## config.mk

```make
export PLATFORM = sky130hd
export DESIGN_NAME = soc_fabric
export DESIGN_NICKNAME = d
export VERILOG_FILES = /design/src/hw/soc_pkg.sv /design/src/hw/soc_fabric.sv
export VERILOG_INCLUDE_DIRS = /design/src /design/src/hw
export SDC_FILE = /design/constraint.sdc
export NUM_CORES = 1
export LEC_CHECK = 0
export ABC_AREA = 1
export BUFFER_PORTS_ARGS = -buffer_cell sky130_fd_sc_hd__buf_2
export CAP_MARGIN = 20
export CELL_PAD_IN_SITES_DETAIL_PLACEMENT = 2
export CELL_PAD_IN_SITES_GLOBAL_PLACEMENT = 2
export CORE_UTILIZATION = 10
export DETAILED_ROUTE_END_ITERATION = 12
export PLACE_DENSITY_LB_ADDON = 0.1
export SYNTH_ARGS = -nofsm -noshare
export SYNTH_HDL_FRONTEND = slang
export SYNTH_SLANG_ARGS = --single-unit
```

## constraint.sdc

```tcl
create_clock -name vclk -period 1.08
set_clock_uncertainty 0.05 [all_clocks]
set_input_delay 0.108 -clock vclk [all_inputs]
set_output_delay 0.108 -clock vclk [all_outputs]
set_load 0.01 [all_outputs]
```

## src/hw/soc_params.svh

```systemverilog
//----------------------------------------------------------------------
// SOC memory map and sizing
//----------------------------------------------------------------------
`ifndef SOC_PARAMS_SVH
`define SOC_PARAMS_SVH

// bus widths
`define SOC_AW 32
`define SOC_DW 32

// address window selects, compared against the top address bits
// dmem lives at 0x1000_0000 .. 0x1FFF_FFFF
`define SOC_DMEM_BASE_NIB 4'd1
// csr block lives at 0x2000_0000 .. 0x3FFF_FFFF
`define SOC_CSR_BASE_TRI 3'd1

// dmem is 4 kB of words, aliased across its whole window
`define SOC_DMEM_WORDS 1024
`define SOC_DMEM_IW 10

// read-only identification word in the csr block
`define SOC_ID_VALUE 32'h50C0_0001

// read data for accesses that hit no window
`define SOC_BUS_ERR_DATA 32'hDEAD_BEEF

`endif

```

## src/hw/soc_pkg.sv

```systemverilog
//----------------------------------------------------------------------
// SOC bus types
//----------------------------------------------------------------------
`include "soc_params.svh"

package soc_pkg;

   //-------------------------------------------------------------------
   // bus request and response
   //-------------------------------------------------------------------

   // request from master, replicated by the fabric per peripheral
   // vld is held with we/addr/wdat until rdy comes back
   typedef struct packed {
      logic              vld;
      logic              we;
      logic [`SOC_AW-1:0] addr;
      logic [`SOC_DW-1:0] wdat;
   } soc_req_t;

   // response toward the master
   // rdy completes the transfer, rdat only valid for reads
   typedef struct packed {
      logic              rdy;
      logic [`SOC_DW-1:0] rdat;
   } soc_rsp_t;

   //-------------------------------------------------------------------
   // csr register map
   //-------------------------------------------------------------------

   // picked by addr[3:2], the rest of the window aliases
   typedef enum logic [1:0] {
      CSR_ID      = 2'd0,
      CSR_SCRATCH = 2'd1,
      CSR_CTRL    = 2'd2,
      CSR_ERRCNT  = 2'd3
   } csr_reg_e;

   //-------------------------------------------------------------------
   // dmem read sequencing
   //-------------------------------------------------------------------

   // idle accepts requests, rdata presents the registered word
   typedef enum logic {
      DMEM_IDLE  = 1'b0,
      DMEM_RDATA = 1'b1
   } dmem_state_e;

endpackage : soc_pkg

```

## src/hw/soc_fabric.sv

```systemverilog
//----------------------------------------------------------------------
// SOC interconnect fabric
//----------------------------------------------------------------------
`timescale 1ns/1ps
`include "soc_params.svh"

module soc_fabric (
   // from the cpu master
   input  soc_pkg::soc_req_t cpu_req,
   output soc_pkg::soc_rsp_t cpu_rsp,

   // to the data memory
   output soc_pkg::soc_req_t dmem_req,
   input  soc_pkg::soc_rsp_t dmem_rsp,

   // to the register block
   output soc_pkg::soc_req_t csr_req,
   input  soc_pkg::soc_rsp_t csr_rsp,

   // unmapped access completed this cycle
   output logic              decode_err
);
   import soc_pkg::*;

   //-------------------------------------------------------------------
   // address decode
   //-------------------------------------------------------------------
   logic dmem_sel;
   logic csr_sel;
   logic none_sel;

   // windows must never overlap
   // 0x1xxx_xxxx
   assign dmem_sel = (cpu_req.addr[31:28] == `SOC_DMEM_BASE_NIB);
   // 0x2xxx_xxxx and 0x3xxx_xxxx
   assign csr_sel  = (cpu_req.addr[31:29] == `SOC_CSR_BASE_TRI);
   assign none_sel = ~dmem_sel & ~csr_sel;

   //-------------------------------------------------------------------
   // request replication
   //-------------------------------------------------------------------
   // shared fields go to every peripheral as they are
   always_comb begin
      dmem_req      = cpu_req;
      csr_req       = cpu_req;
      // only the selected peripheral sees a valid
      dmem_req.vld  = cpu_req.vld & dmem_sel;
      csr_req.vld   = cpu_req.vld & csr_sel;
   end

   //-------------------------------------------------------------------
   // response mux and default responder
   //-------------------------------------------------------------------
   always_comb begin
      if (dmem_sel) begin
         cpu_rsp = dmem_rsp;
      end else if (csr_sel) begin
         cpu_rsp = csr_rsp;
      end else begin
         // nothing there, finish at once so the master does not hang
         cpu_rsp.rdy  = cpu_req.vld;
         cpu_rsp.rdat = `SOC_BUS_ERR_DATA;
      end
   end

   // one pulse per unmapped transfer, counted in the csr block
   // single cycle since the default responder is always ready
   assign decode_err = cpu_req.vld & none_sel;

endmodule : soc_fabric

```

# Yosys cells after proc, flatten, opt, wreduce, memory -nomap -nowiden
# Index checks and enable logic that the tools add are counted.
totals:
  ff_bits: 0
  out_inout_bits: 166
  in_bits: 132
classes:
  mux: 2
  n_eq_ne: 2
  bitwise: 6
op_table:
  columns: ["op", "n"]
  rows:
  - ["33-bit two-way mux", 2]
  - ["1-bit AND", 4]
  - ["4-bit by 1-bit == test with 1-bit output, second input constant", 1]
  - ["3-bit by 1-bit == test with 1-bit output, second input constant", 1]
  - ["1-bit NOT", 2]

# Depth between registers and ports, before layout
logic_depth:
  word_depth: 4
  depth_mapped: 6
  mapped_depth_nobuf: 5

# Worst setup path before layout
# OpenSTA, ideal clock, no wires.
synth_path:
  path_type: "in2out"
  startpoint: "input cpu_req[62] (netlist bit)"
  endpoint: "output csr_req[65] (netlist bit)"
  n_path_buf: 1
  setup_slack_ns: 0.149
  t_required_ns: 0.922
  arrival_time_ns: 0.773
  stages: 4
  cell_sequence: "nor2_2 -> nand2_2 -> buf_4 -> nor2_1"
synth_lines:
  columns: ["item", "line", "rtl"]
  rows:
  - ["from (decl)", "soc_fabric.sv:9", "input soc_pkg::soc_req_t cpu_req,"]
  - ["to (decl)", "soc_fabric.sv:17", "output soc_pkg::soc_req_t csr_req,"]

==> flow_results.org <==
** Floorplanning
- The floorplan has 44 rows.
- The floorplan step defined a die boundary enclosing 15500 sq um.
- Vertical die dimension :: 124 microns
- Horizontal die dimension :: 124 microns
- Core Region :: 14600 sq um
- For this configuration, the core starts out at a cell density of 0.103.
- Pin placement for this block handled 298 I/O pins.

** Setup path
- STA classifies the critical path startpoint as an input pin.
- Worst endpoint required time :: 0.92 ns
- Critical path arrival :: 1.00 ns
- Walking the worst path, the cells encountered are buf_8 > nor2_4 > buf_12 > buf_8 > buf_6 > nand3_2 > nand2_1 > buf_2.
- Of all nets on the critical path, the largest fanout is 7.
- STA classifies the critical path endpoint as an output pin.
- Peak per-stage delay on the critical path :: 0.16 ns
- Critical setup path kind :: in -> out
- Cell seen most often among critical-path stages :: buf_8
- Crit path max-delay cell type :: nor2_4

** Global routing
- The total overflow left after global routing is 0.
- Entering global routing, the biggest net connects 14 pins.
- The number of antenna violations at the first check in global routing was 0.
- Global-route wire length before repair :: 8.02 mm
- For this run, the total global-route usage over all layers was measured as 0.0648.
- Via count of the first global-routing pass :: 1425

** Timing
- Final worst setup slack :: -0.0756 ns
- Setup repair after global routing missed its margin :: yes
- Hold Vio Cnt, Final :: 0
- The max-slew violation count came to 0.
- Max Clk Rate :: 865 MHz
- Final clock period utilization by the worst path :: 1.07
- Measured against its own limit, the worst slew margin works out to 0.876.
- Final Critical Period :: 1.16 ns
- At the pin with the least slew margin, the transition time is 0.186 ns.
- Count of final setup violators :: 33

** Drt
- Routed via count divided by cell count :: 3.07
- Once detail routing completed, the nets flagged for antenna violations numbered 0.
- Routed wire length per instance :: 12.8 microns
- The first routing iteration left 9 violations.
- Remaining DRCs :: 0
- After detailed routing, the total wire length is 5.43 mm.
- Number of optimization iterations in the first detailed-route pass :: 2
- The detailed router placed 1306 vias in this run.

** Placed design
- The placed instances occupy a cell area of 1370 sq um.
- In this run the tool buffered the top-level ports with 115 buffer cells.
- Dpl cells :: 420
- Hpwl dp :: 4.14 mm
- Routability-driven placement finished with a final weighted congestion of 0.634.

** Finish
- Post-route insts no fill :: 425
- Compared with the post-synthesis result, the final layout area differs by 5.76%.
- Clock buffers in the final layout number 0.
- In the final design database the tool counted 375 nets.
- Most common cell after layout, fill and taps aside :: buf_2
- Number of fill cells in the layout :: 1765
- Antenna diode count :: 0
- The design has 0 sequential cells.
- In the final layout, the share of cells above drive strength 1 is 0.656.
- Reg area :: 0 sq um
- Leading cell types in the layout, fill and taps excluded :: buf_2 (110), nor2_1 (55), nor2_2 (18)
- Summing all non-filler instances in the final layout gives an area of 1590 sq um.

** Hold path
- The min-delay analysis places its worst path in the category in -> out.

** Synth
- Number of unique standard cell types used by synthesis :: 12
- The biggest area contributor in the post-synthesis netlist is buf_4.
- The mapped netlist covers 1500 sq um.
- Leading post-synthesis cells by cell area :: buf_4 (66%), nor2_1 (19%), nand3_1 (6.3%)
- Synthesis handed over a netlist of 247 instances.
- Synthesis warning total :: 0
- Average cell area after synthesis :: 6.07 sq um
- Synthesis produced a netlist with a net count of 379.
- Portion of synthesized cell area occupied by the leading cell type :: 0.661
- For this run, the register share of the synthesized area comes to 0.

** Status
- The final reports fail on setup timing.
- Status :: complete, but fails checks

** Power
- Total power density per cell area :: 299 nW/um^2
- For this design the static power due to leakage is 0.790 nW.
- Peak ir drop on the vdd network :: 0.107 mV

** Flow run
- Across the run, the number of max-cap violations was 0.
==> metrics by stage <==
| stage | TNS (ns) | hold WS, ns | total power [mW] | utilization | setup WS, ns |
|---|---|---|---|---|---|
| final | -0.926 | 0.166 | 0.474 | 0.109 | -0.0756 |
| after global placement | -5.38 | 0.166 | 0.402 | 0.0940 | -0.201 |
| after detailed placement | -6.45 | 0.166 | 0.402 | 0.0940 | -0.238 |
| after global routing | -3.31 | 0.166 | 0.522 | 0.109 | -0.133 |
| after CTS | -2.06 | 0.166 | 0.472 | 0.105 | -0.0947 |
| after floorplan | 0 | 0.258 | 0.630 | - | 0.149 |
==> cell usage after synthesis <==
cell type,instances
buf_2,1
nand3_1,19
nor2_2,1
buf_6,4
buf_4,132
nand2_4,1
o21ai_0,1
nor2_4,1
inv_1,3
nor2_1,74
nand2_2,1
nand2_1,9
==> routing by layer <==
layer / vias up / share of wire / GRT usage
met5: - / 0 / 0
met3: 33 / 0.092 / 0.0159
met1: 580 / 0.35 / 0.0679
met4: 0 / 0.043 / 0.0333
li1: 614 / - / -
met2: 79 / 0.51 / 0.119
==> layout make-up <==
class | count | area, sq um | share of cell area
well taps | 184 | 230 | 0.145
multi-input cells | 108 | 543 | 0.343
inverters | 3 | 11.3 | 0.00710
repair buffers | 130 | 801 | 0.505
==> power breakdown <==
group | total (mW) | internal (mW) | leakage [nW] | switching [mW]
clock | 0 | 0 | 0 | 0
sequential | 0 | 0 | 0 | 0
combinational | 0.474 | 0.244 | 0.790 | 0.230
==> repair_timing <==
action                     4_1_cts  5_1_grt
cloned                           2        0
hold endpoints to repair         0        0
setup buffers                    2        1
hold buffers                     0        0
resized for setup               21       19
pin swaps                        8        4
setup endpoints to repair       36       36
==> kinds of logic after synthesis <==
group                  synth area share
AO/OA/AOI/OAI                   0.00334
buffers and inverters             0.702
AND/OR/NAND/NOR                   0.295
==> path summary, 6_finish.rpt <==
path | cells after the start | slack, ns | startpoint | to
worst max-delay path | 8 | -0.08 | cpu_req[62] | cpu_rsp[17]
worst min-delay path | 0 | 0.17 | cpu_req[56] | csr_req[56]
==> worst max-delay path, delay by kind of cell <==
kind          cells  cell delay [ns]
simple gates      3             0.28
buf+inv           5             0.59
(Power assumes the default switching activity.)
