## src/hw/soc_params.svh

```systemverilog
//----------------------------------------------------------------------
// SOC memory map and sizing
//----------------------------------------------------------------------
`ifndef SOC_PARAMS_SVH
`define SOC_PARAMS_SVH

// bus widths
`define SOC_AW 32
`define SOC_DW 32

// address window selects, compared against the top address bits
// dmem lives at 0x1000_0000 .. 0x1FFF_FFFF
`define SOC_DMEM_BASE_NIB 4'd1
// csr block lives at 0x2000_0000 .. 0x3FFF_FFFF
`define SOC_CSR_BASE_TRI 3'd1

// dmem is 4 kB of words, aliased across its whole window
`define SOC_DMEM_WORDS 1024
`define SOC_DMEM_IW 10

// read-only identification word in the csr block
`define SOC_ID_VALUE 32'h50C0_0001

// read data for accesses that hit no window
`define SOC_BUS_ERR_DATA 32'hDEAD_BEEF

`endif

```

## src/hw/soc_pkg.sv

```systemverilog
//----------------------------------------------------------------------
// SOC bus types
//----------------------------------------------------------------------
`include "soc_params.svh"

package soc_pkg;

   //-------------------------------------------------------------------
   // bus request and response
   //-------------------------------------------------------------------

   // request from master, replicated by the fabric per peripheral
   // vld is held with we/addr/wdat until rdy comes back
   typedef struct packed {
      logic              vld;
      logic              we;
      logic [`SOC_AW-1:0] addr;
      logic [`SOC_DW-1:0] wdat;
   } soc_req_t;

   // response toward the master
   // rdy completes the transfer, rdat only valid for reads
   typedef struct packed {
      logic              rdy;
      logic [`SOC_DW-1:0] rdat;
   } soc_rsp_t;

   //-------------------------------------------------------------------
   // csr register map
   //-------------------------------------------------------------------

   // picked by addr[3:2], the rest of the window aliases
   typedef enum logic [1:0] {
      CSR_ID      = 2'd0,
      CSR_SCRATCH = 2'd1,
      CSR_CTRL    = 2'd2,
      CSR_ERRCNT  = 2'd3
   } csr_reg_e;

   //-------------------------------------------------------------------
   // dmem read sequencing
   //-------------------------------------------------------------------

   // idle accepts requests, rdata presents the registered word
   typedef enum logic {
      DMEM_IDLE  = 1'b0,
      DMEM_RDATA = 1'b1
   } dmem_state_e;

endpackage : soc_pkg

```

## src/hw/soc_csr.sv

```systemverilog
//----------------------------------------------------------------------
// Control and status registers
//----------------------------------------------------------------------
`timescale 1ns/1ps
`include "soc_params.svh"

module soc_csr (
   input  logic              clk,
   input  logic              rst,
   // request already qualified by the fabric select
   input  soc_pkg::soc_req_t req,
   // unmapped access pulse from the fabric
   input  logic              decode_err,
   output soc_pkg::soc_rsp_t rsp,
   // write protect for the data memory
   output logic              dmem_wprot
);
   import soc_pkg::*;

   //-------------------------------------------------------------------
   // register decode
   //-------------------------------------------------------------------
   csr_reg_e           reg_sel;
   logic               wr_acc;
   logic [`SOC_DW-1:0] scratch_q;
   logic               ctrl_q;
   logic [`SOC_DW-1:0] errcnt_q;

   // four registers repeat through the whole window
   assign reg_sel = csr_reg_e'(req.addr[3:2]);
   assign wr_acc  = req.vld & req.we;

   //-------------------------------------------------------------------
   // register state
   //-------------------------------------------------------------------
   always_ff @(posedge clk) begin
      if (rst) begin
         scratch_q <= '0;
         ctrl_q    <= 1'b0;
      end else if (wr_acc) begin
         case (reg_sel)
            CSR_SCRATCH: scratch_q <= req.wdat;
            // only the protect bit is implemented
            CSR_CTRL:    ctrl_q    <= req.wdat[0];
            // id is read-only, errcnt handled below
            default: ;
         endcase
      end
   end

   // error counter
   // a write of any value clears it
   // decode_err and a csr write cannot coincide, windows differ
   always_ff @(posedge clk) begin
      if (rst) begin
         errcnt_q <= '0;
      end else if (wr_acc && (reg_sel == CSR_ERRCNT)) begin
         errcnt_q <= '0;
      end else if (decode_err) begin
         errcnt_q <= errcnt_q + 1'b1;
      end
   end

   //-------------------------------------------------------------------
   // read mux and handshake
   //-------------------------------------------------------------------
   always_comb begin
      case (reg_sel)
         CSR_ID:      rsp.rdat = `SOC_ID_VALUE;
         CSR_SCRATCH: rsp.rdat = scratch_q;
         // upper bits read as zero
         CSR_CTRL:    rsp.rdat = {{(`SOC_DW-1){1'b0}}, ctrl_q};
         CSR_ERRCNT:  rsp.rdat = errcnt_q;
         default:     rsp.rdat = '0;
      endcase
   end

   // every access finishes in its first cycle
   assign rsp.rdy    = req.vld;

   assign dmem_wprot = ctrl_q;

endmodule : soc_csr

```

## config.mk

```make
export PLATFORM = sky130hd
export DESIGN_NAME = soc_csr
export DESIGN_NICKNAME = d
export VERILOG_FILES = /design/src/hw/soc_pkg.sv /design/src/hw/soc_csr.sv
export VERILOG_INCLUDE_DIRS = /design/src /design/src/hw
export SDC_FILE = /design/constraint.sdc
export NUM_CORES = 1
export LEC_CHECK = 0
export BUFFER_PORTS_ARGS = -buffer_cell sky130_fd_sc_hd__buf_2
export CAP_MARGIN = 25
export CORE_MARGIN = 3
export CORE_UTILIZATION = 51
export CTS_CLUSTER_DIAMETER = 120
export DETAILED_ROUTE_END_ITERATION = 10
export PLACE_DENSITY_LB_ADDON = 0.12
export SLEW_MARGIN = 10
export SYNTH_ARGS = -nofsm -noshare
export SYNTH_HDL_FRONTEND = slang
export SYNTH_SLANG_ARGS = --single-unit
```

## constraint.sdc

```tcl
create_clock -name clk -period 2.3 [get_ports clk]
set_input_delay 0.46 -clock clk [delete_from_list [all_inputs] [get_ports clk]]
set_output_delay 0.46 -clock clk [all_outputs]
set_load 0.02 [all_outputs]
```

**Word level (Yosys, flattened, before mapping)**

Cells that the tools add are included.

- Divide/modulo/power cells: 0
- Reductions and logical operators: 5
- Equal/unequal tests: 3
- Add/subtract/negate cells: 1
- Bitwise logic cells: 1
- Multiply operators: 0
- Shift-type cells: 0
- Magnitude comparators: 0
- Mux-type cells: 1

Operator list:

| kind | number |
|---|---|
| $pmux 32 s4 | 1 |
| $add 32x1->32 const B | 1 |
| $eq 2x2->1 const B | 2 |
| $reduce_and 2->1 | 2 |
| $eq 2x1->1 const B | 1 |
| $logic_not 2->1 | 1 |
| $reduce_or 2->1 | 1 |
| $and 1x1->1 | 1 |
| $logic_and 1x1->1 | 1 |

- Word-level logic and storage cells: 14
- Memory bits (writable): 0
- Latch bits: 0
- Output and inout bits: 34
- ROM bits: 0
- Register bits: 65
- Memories kept: 0
- Input port bits: 69

**Logic depth before layout (Yosys ltp)**

Gate-level depths: netlist (run 1).

- Depth in word-level cells: 3
- Gate-level depth with buffers: 7
- Mapped depth without buffers: 5

**Least setup slack after synthesis (run 1)**

No wires, ideal clock.

- Path kind: input to output
- Start point: in req[35] (netlist bit)
- End point: out rsp[11] (netlist bit)
- Path buffers: 2
- Slack: 0.129 ns
- Data required time: 1.840 ns
- Stages on the path: 4
- Arrival time: 1.711 ns
- Cell sequence: clkbuf_1 > buf_1 > mux2i_1 > nor2b_1

RTL lines:

| element | RTL line | RTL |
|---|---|---|
| start, declared | soc_csr.sv:11 | `input soc_pkg::soc_req_t req,` |
| end, declared | soc_csr.sv:14 | `output soc_pkg::soc_rsp_t rsp,` |

**Worst setup path after layout (run 1)**

- Start point: reg errcnt_q[7]
- End point: reg errcnt_q[29]

- Cells in the longest elaborated chain, start to end: 1

RTL lines:

| element | RTL line | RTL |
|---|---|---|
| start, declared | soc_csr.sv:27 | `` logic [`SOC_DW-1:0] errcnt_q; `` |
| start signal, assigned | soc_csr.sv:60 | `errcnt_q <= errcnt_q + 1'b1;` |
| $add 32x1->32 | soc_csr.sv:60 |  |

No other way between the ends.
A chain may end at the register's enable or synchronous reset.

==> results of run 1 <==
-- cell families after synthesis --
group                    share of synthesized area, %
XOR/XNOR                                         2.95
adder cells (fa/ha/maj)                         0.383
AND/OR/NAND/NOR                                  29.7
buffers and inverters                            4.98
multiplexers                                     9.54
flip-flops                                       39.9
AO/OA/AOI/OAI                                    12.6
-- area by class of cell --
class	count	area [µm²]	area share (%)
well taps	75	93.8	2.37
clock buffers	9	124	3.13
clock inverters	7	119	3.00
repair buffers	89	488	12.3
multi-input cells	308	1800	45.5
flip-flops and latches	65	1300	32.9
inverters	8	30.0	0.759
-- power by group through the flow --
stage	logic, mW	clock network (mW)	registers (mW)
after global routing	0.195	1.26	1.16
final	0.177	1.18	1.15
after global placement	0.175	0	1.18
after CTS	0.176	1.19	1.15
after detailed placement	0.176	0	1.18
after floorplan	0.115	0	1.18
-- flip-flops by register name (all words and copies together), names as in the netlist --
register and count:
dmem_wprot 1, scratch_q 32, errcnt_q 32
-- worst min path at each step --
stage	startpoint	endpoint	slack [ps]	cells after the start
after floorplan	scratch_q[0]$_SDFFE_PP0P_	scratch_q[0]$_SDFFE_PP0P_	440	2
after global placement	scratch_q[2]$_SDFFE_PP0P_	scratch_q[2]$_SDFFE_PP0P_	440	2
after detailed placement	scratch_q[11]$_SDFFE_PP0P_	scratch_q[11]$_SDFFE_PP0P_	450	2
after CTS	req[5]	scratch_q[5]$_SDFFE_PP0P_	340	3
after global routing	req[3]	scratch_q[3]$_SDFFE_PP0P_	340	3
final	req[5]	scratch_q[5]$_SDFFE_PP0P_	350	3
-- metrics by stage --
step	util [%]	setup slack, ps	hold slack (ps)	power, mW
floorplan	-	129	436	1.29
global placement	61.3	279	441	1.35
detailed placement	61.3	230	448	1.35
CTS	65.3	268	339	2.52
global route	65.3	70.0	341	2.61
finish	65.3	267	347	2.51
-- per-layer routing --
metal,vias up,global-route usage [%]
li1,1565,-
met1,1408,33.4
met2,55,34.0
met3,6,4.13
met4,0,7.34
met5,-,0
-- layout by cell type (no fill, tap or decap), types with 3 or more instances in the layout --
cell       count
a21oi_1       56
and3_1         3
buf_2         72
buf_4         17
bufinv_16      3
clkbuf_8       9
dfxtp_1       65
inv_1          8
mux2i_1       30
nand2_1       78
nand3_1       11
nand4_1        8
nor2_1        20
nor2b_1       27
nor3_1         5
nor4_1         3
o21ai_0        9
o31ai_1        9
or2_2          3
or3_1          9
or4_1         10
xnor2_1        8
xor2_1         3
-- tightest hold or removal path: cells and delay by family --
family                 cells  cell delay, ps
and+or+nand+nor            1              50
AOI/OAI and AO/OA          1              50
buffers and inverters      1              90
==> results.md, run 1 <==
- Worst VDD drop: 0.351 mV
- Register bit total from synthesis: 65
- Total grt overflow: 0
- Distinct cell type count of the synthesized netlist: 38
- Top sig layer: met4
- Setup repair after global routing missed its margin: no
- Worst Setup End Kind: register
- Port buffer count: 72
- Status: finished, final reports clean
- Seq pwr share: 46.0%
- Post-cts sizing count: 0
- Num rows: 28
- Vias in the first global route: 2797
- Fin. max-slew vios: 0
- R2R cell count: 4
- Slew @ Worst Pin: 591 ps
- Total CTS buffers: 9
- Hold buffers post-CTS: 0
- Placed insts: 545
- Syn nets: 479
- Critical Path Source Type: register
- Initial antenna violation count: 0
- Die area: 0.00740 mm²
- Asr flop ratio synth: 0%
- Leakage: 1.54 nW
- First-pass GRT wire length: 13.5 mm
- Routability Congestion: 0.848
- Worst-path cell chain: nand4_4, or4_4, or4_1, a21oi_1
- Iter 0 DRT Violations: 152
- DR WL met2: 3.60 mm
- Critical Path Max Stage Delay: 620 ps
- Ports: 103
- Worst Path Max Fanout: 16
- Crit path from: errcnt_q[7]$_SDFFE_PP0P_
- Slowest cell on the critical path: or4_4
- Clock network power share: 47.0%
- Comb pwr share: 7.0%
- Maximum clock path buffer count: 2
- Seq/Total Area, Yosys: 39.9%
- Non-Filler Instances: 561
- Gr usage total: 22.9%
- Final hold vios: 0
- Most frequent cell after synthesis: nand2_1
- Clock Sinks: 65
- Total wire length: 8.07 mm
- Post-synth EDFFs: 0
- Worst-path clk slew: 80 ps
- Area Overhead vs Synth: 21.3%
- Yosys top cell by area: dfxtp_1
- Peak Freq: 492 MHz
- Area share of the largest cell type after synthesis: 39.9%
- Crit path kind: register to register
- Via count: 3034
- Synth top cells by count: nand2_1, dfxtp_1, a21oi_1
- Critical Path Stages: 4
- Final ANT Viol Nets: 0
- P_sw: 574 µW
- H-Tree Depth: 3
- WP data required: 2570 ps
- Synthesized area: 0.00326 mm²
- Final worst-path cycle share: 88.4%
- Final #Nets: 551
- Fillcell total: 551
- CTS tree: yes
- Met1 WL: 4.09 mm
- Sw frac: 22.9%
- HPWL Detailed: 5.83 mm
- Internal cell power: 1.93 mW
- Clk_lat worst skew: 340 ps
- Max-Slew Margin vs Limit: 60.2%
- R2R setup slack: 270 ps
- Ys flop type: dfxtp_1
- Setup TNS: 0 ps
- Worst R2R Start: errcnt_q[7]$_SDFFE_PP0P_
- Post-layout min period: 2030 ps
- Number of setup buffers added after CTS: 0
- Largest cells by area after synthesis: dfxtp_1, mux2i_1, nand2_1
- Finish-stage setup viols: 0
- Antenna Cells: 0
- Crit-path leading delay family: simple AND/OR/NAND/NOR gates
- PD cells: 634 mW/mm²
- Initial core utilization: 53.9%
- Vias per Instance: 5.41
- Placeable Area: 0.00606 mm²
- Max_cap viols: 0
- DRC viols: 0
- Share of cells above drive strength 1: 23.7%
- Critical Path End: errcnt_q[29]$_SDFFE_PP0P_
- Fin Clk Skew: 3.21 ps
- Syn Area/Cell: 7.98 µm²
- Crit path buf inv count: 0
- CP arrival: 2310 ps
- Largest net degree at the start of global routing: 34
- DRT Pass-1 Iters: 4
- Reg2Reg Capture Point: errcnt_q[29]$_SDFFE_PP0P_
- Drt wl/cell: 14.4 µm
- Metal3 WL: 309 µm
- Die width: 86.0 µm
- Chip Height: 86.0 µm
- Clock root cell: clkbuf_8
- Cells after Synth: 409
- Yosys warning count: 0
- Placed inst area: 0.00372 mm²
- Fin area: 0.00396 mm²
- Hold Crit Class: input pin to register
Note: power is estimated with default switching activity, not from simulation.
==> run 2: changes to the inputs <==
--- a/config.mk
+++ b/config.mk
@@ -12,7 +12,7 @@
 export CORE_UTILIZATION = 51
 export CTS_CLUSTER_DIAMETER = 120
 export DETAILED_ROUTE_END_ITERATION = 10
-export PLACE_DENSITY_LB_ADDON = 0.12
+export PLACE_DENSITY_LB_ADDON = 0.3
 export SLEW_MARGIN = 10
 export SYNTH_ARGS = -nofsm -noshare
 export SYNTH_HDL_FRONTEND = slang
==> run 2 against run 1 <==
  * Cell area decreased by 0.22%
  * Clock skew increased by 3.6 ps
  * Hold slack got worse by 1.4 ps
  * Total power decreased by 4.1%
  * Routed wire length increased by 3.1%
  * Clock-buffer cell count unchanged
  * Sequential share of layout area increased by 0.073 points
  * Via count increased by 3.7%
  * Non-clock buffer count increased by 2
  * Clock power decreased by 9%
  * Setup slack got worse by 62 ps
  * Critical path type unchanged
==> results.md, run 2 (synthesis results as in run 1) <==
- Most used cell, CP: or4_1
- DRC viols: 0
- Final worst-path cycle share: 91.1%
- Crit-path leading delay family: simple AND/OR/NAND/NOR gates
- Peak Freq: 477 MHz
- Chip Height: 86.0 µm
- Worst-path clk slew: 80 ps
- Clk_lat worst skew: 340 ps
- Drt wl/cell: 14.8 µm
- Critical Path Max Stage Delay: 680 ps
- Max_cap viols: 0
- Die area: 0.00740 mm²
- CTS tree: yes
- Routability Congestion: 0.867
- Non-Filler Instances: 563
- PD cells: 609 mW/mm²
- Num rows: 28
- Leakage: 1.55 nW
- Placed insts: 547
- Ports: 103
- Initial antenna violation count: 0
- Placeable Area: 0.00606 mm²
- Port buffer count: 72
- CP arrival: 2370 ps
- Setup TNS: 0 ps
- Slowest cell on the critical path: or4_1
- Finish-stage setup viols: 0
- Number of setup buffers added after CTS: 0
- Vias per Instance: 5.59
- Worst VDD drop: 0.490 mV
- Setup repair after global routing missed its margin: no
- Worst-path cell chain: nand4_4, or4_1, or4_1, a21oi_1
- Vias in the first global route: 3010
- Maximum clock path buffer count: 2
- Hold Crit Class: input pin to register
- Die width: 86.0 µm
- Final #Nets: 553
- Gr usage total: 23.8%
- Crit path kind: register to register
- Final ANT Viol Nets: 0
- Area Overhead vs Synth: 21.0%
- Iter 0 DRT Violations: 241
- Fin Clk Skew: 6.84 ps
- Post-cts sizing count: 0
- Worst Path Max Fanout: 9
- Max-Slew Margin vs Limit: 59.8%
- Status: finished, final reports clean
- Share of cells above drive strength 1: 24.0%
- Most frequent cells in the layout: nand2_1, buf_2, dfxtp_1
- First-pass GRT wire length: 14.0 mm
- H-Tree Depth: 3
- Worst Setup End Kind: register
- Fin. max-slew vios: 0
- Total wire length: 8.32 mm
- Clock Sinks: 65
- Crit path buf inv count: 0
- Total grt overflow: 0
- Most common cell after layout, fill and taps aside: nand2_1
- Critical Path Source Type: register
- HPWL Detailed: 5.93 mm
- Hold buffers post-CTS: 0
- Total CTS buffers: 9
- Post-layout min period: 2100 ps
- Slew @ Worst Pin: 597 ps
- Largest net degree at the start of global routing: 34
- Via count: 3146
- Final hold vios: 0
- Clock root cell: clkbuf_8
- WP data required: 2570 ps
- DRT Pass-1 Iters: 5
- Antenna Cells: 0
- Initial core utilization: 53.9%
[run 2: changes by cell type in the layout (fill, tap and decap cells not counted), sizes merged]
cell / change
bufinv: -1
buf: +2
clkinvlp: -1
clkinv: +2
[run 2: where the power goes]
part	internal, mW	switching [mW]
Combinational	0.0814	0.109
Clock	0.609	0.456
Sequential	1.14	0.00899
[run 2: metrics by stage]
step	utilization, %	worst slack, ps	instance area [µm²]	power [mW]	hold WS (ps)
after floorplan	-	129	3260	1.29	436
after global placement	61.6	283	3730	1.36	442
after detailed placement	61.6	241	3730	1.36	448
after CTS	65.2	228	3950	2.42	331
after global routing	65.2	103	3950	2.49	331
final	65.2	205	3950	2.41	345
[run 2: layout make-up]
cell class | instances | area (µm²)
Tap cell | 75 | 93.8
Fill cell | 519 | 2110
Clock buffer | 9 | 124
Clock inverter | 7 | 95.1
Inverter | 8 | 30.0
Sequential cell | 65 | 1300
Timing Repair Buffer | 91 | 503
Multi-Input combinational cell | 308 | 1800
[run 2: routing by layer]
layer  track usage (%)  share of wire, %  vias up
li1                  -                 -     1569
met1              33.1                46     1455
met2              34.5                46      102
met3              4.71               5.6       20
met4              12.7               2.5        0
met5                 0                 0        -
[run 2: worst reg2reg max path, stage by stage (launching register included)]
cell     delay, ps
dfxtp_1        460
nand4_4        200
or4_1          680
or4_1          530
a21oi_1        160
[run 2: worst paths after layout]
check,slack [ps],end,cells after the start,startpoint
setup / recovery,200,errcnt_q[31]$_SDFFE_PP0P_,4,errcnt_q[7]$_SDFFE_PP0P_
hold / removal,350,scratch_q[8]$_SDFFE_PP0P_,3,req[8]
setup reg to reg,200,errcnt_q[31]$_SDFFE_PP0P_,4,errcnt_q[7]$_SDFFE_PP0P_
hold reg to reg,460,scratch_q[23]$_SDFFE_PP0P_,2,scratch_q[23]$_SDFFE_PP0P_
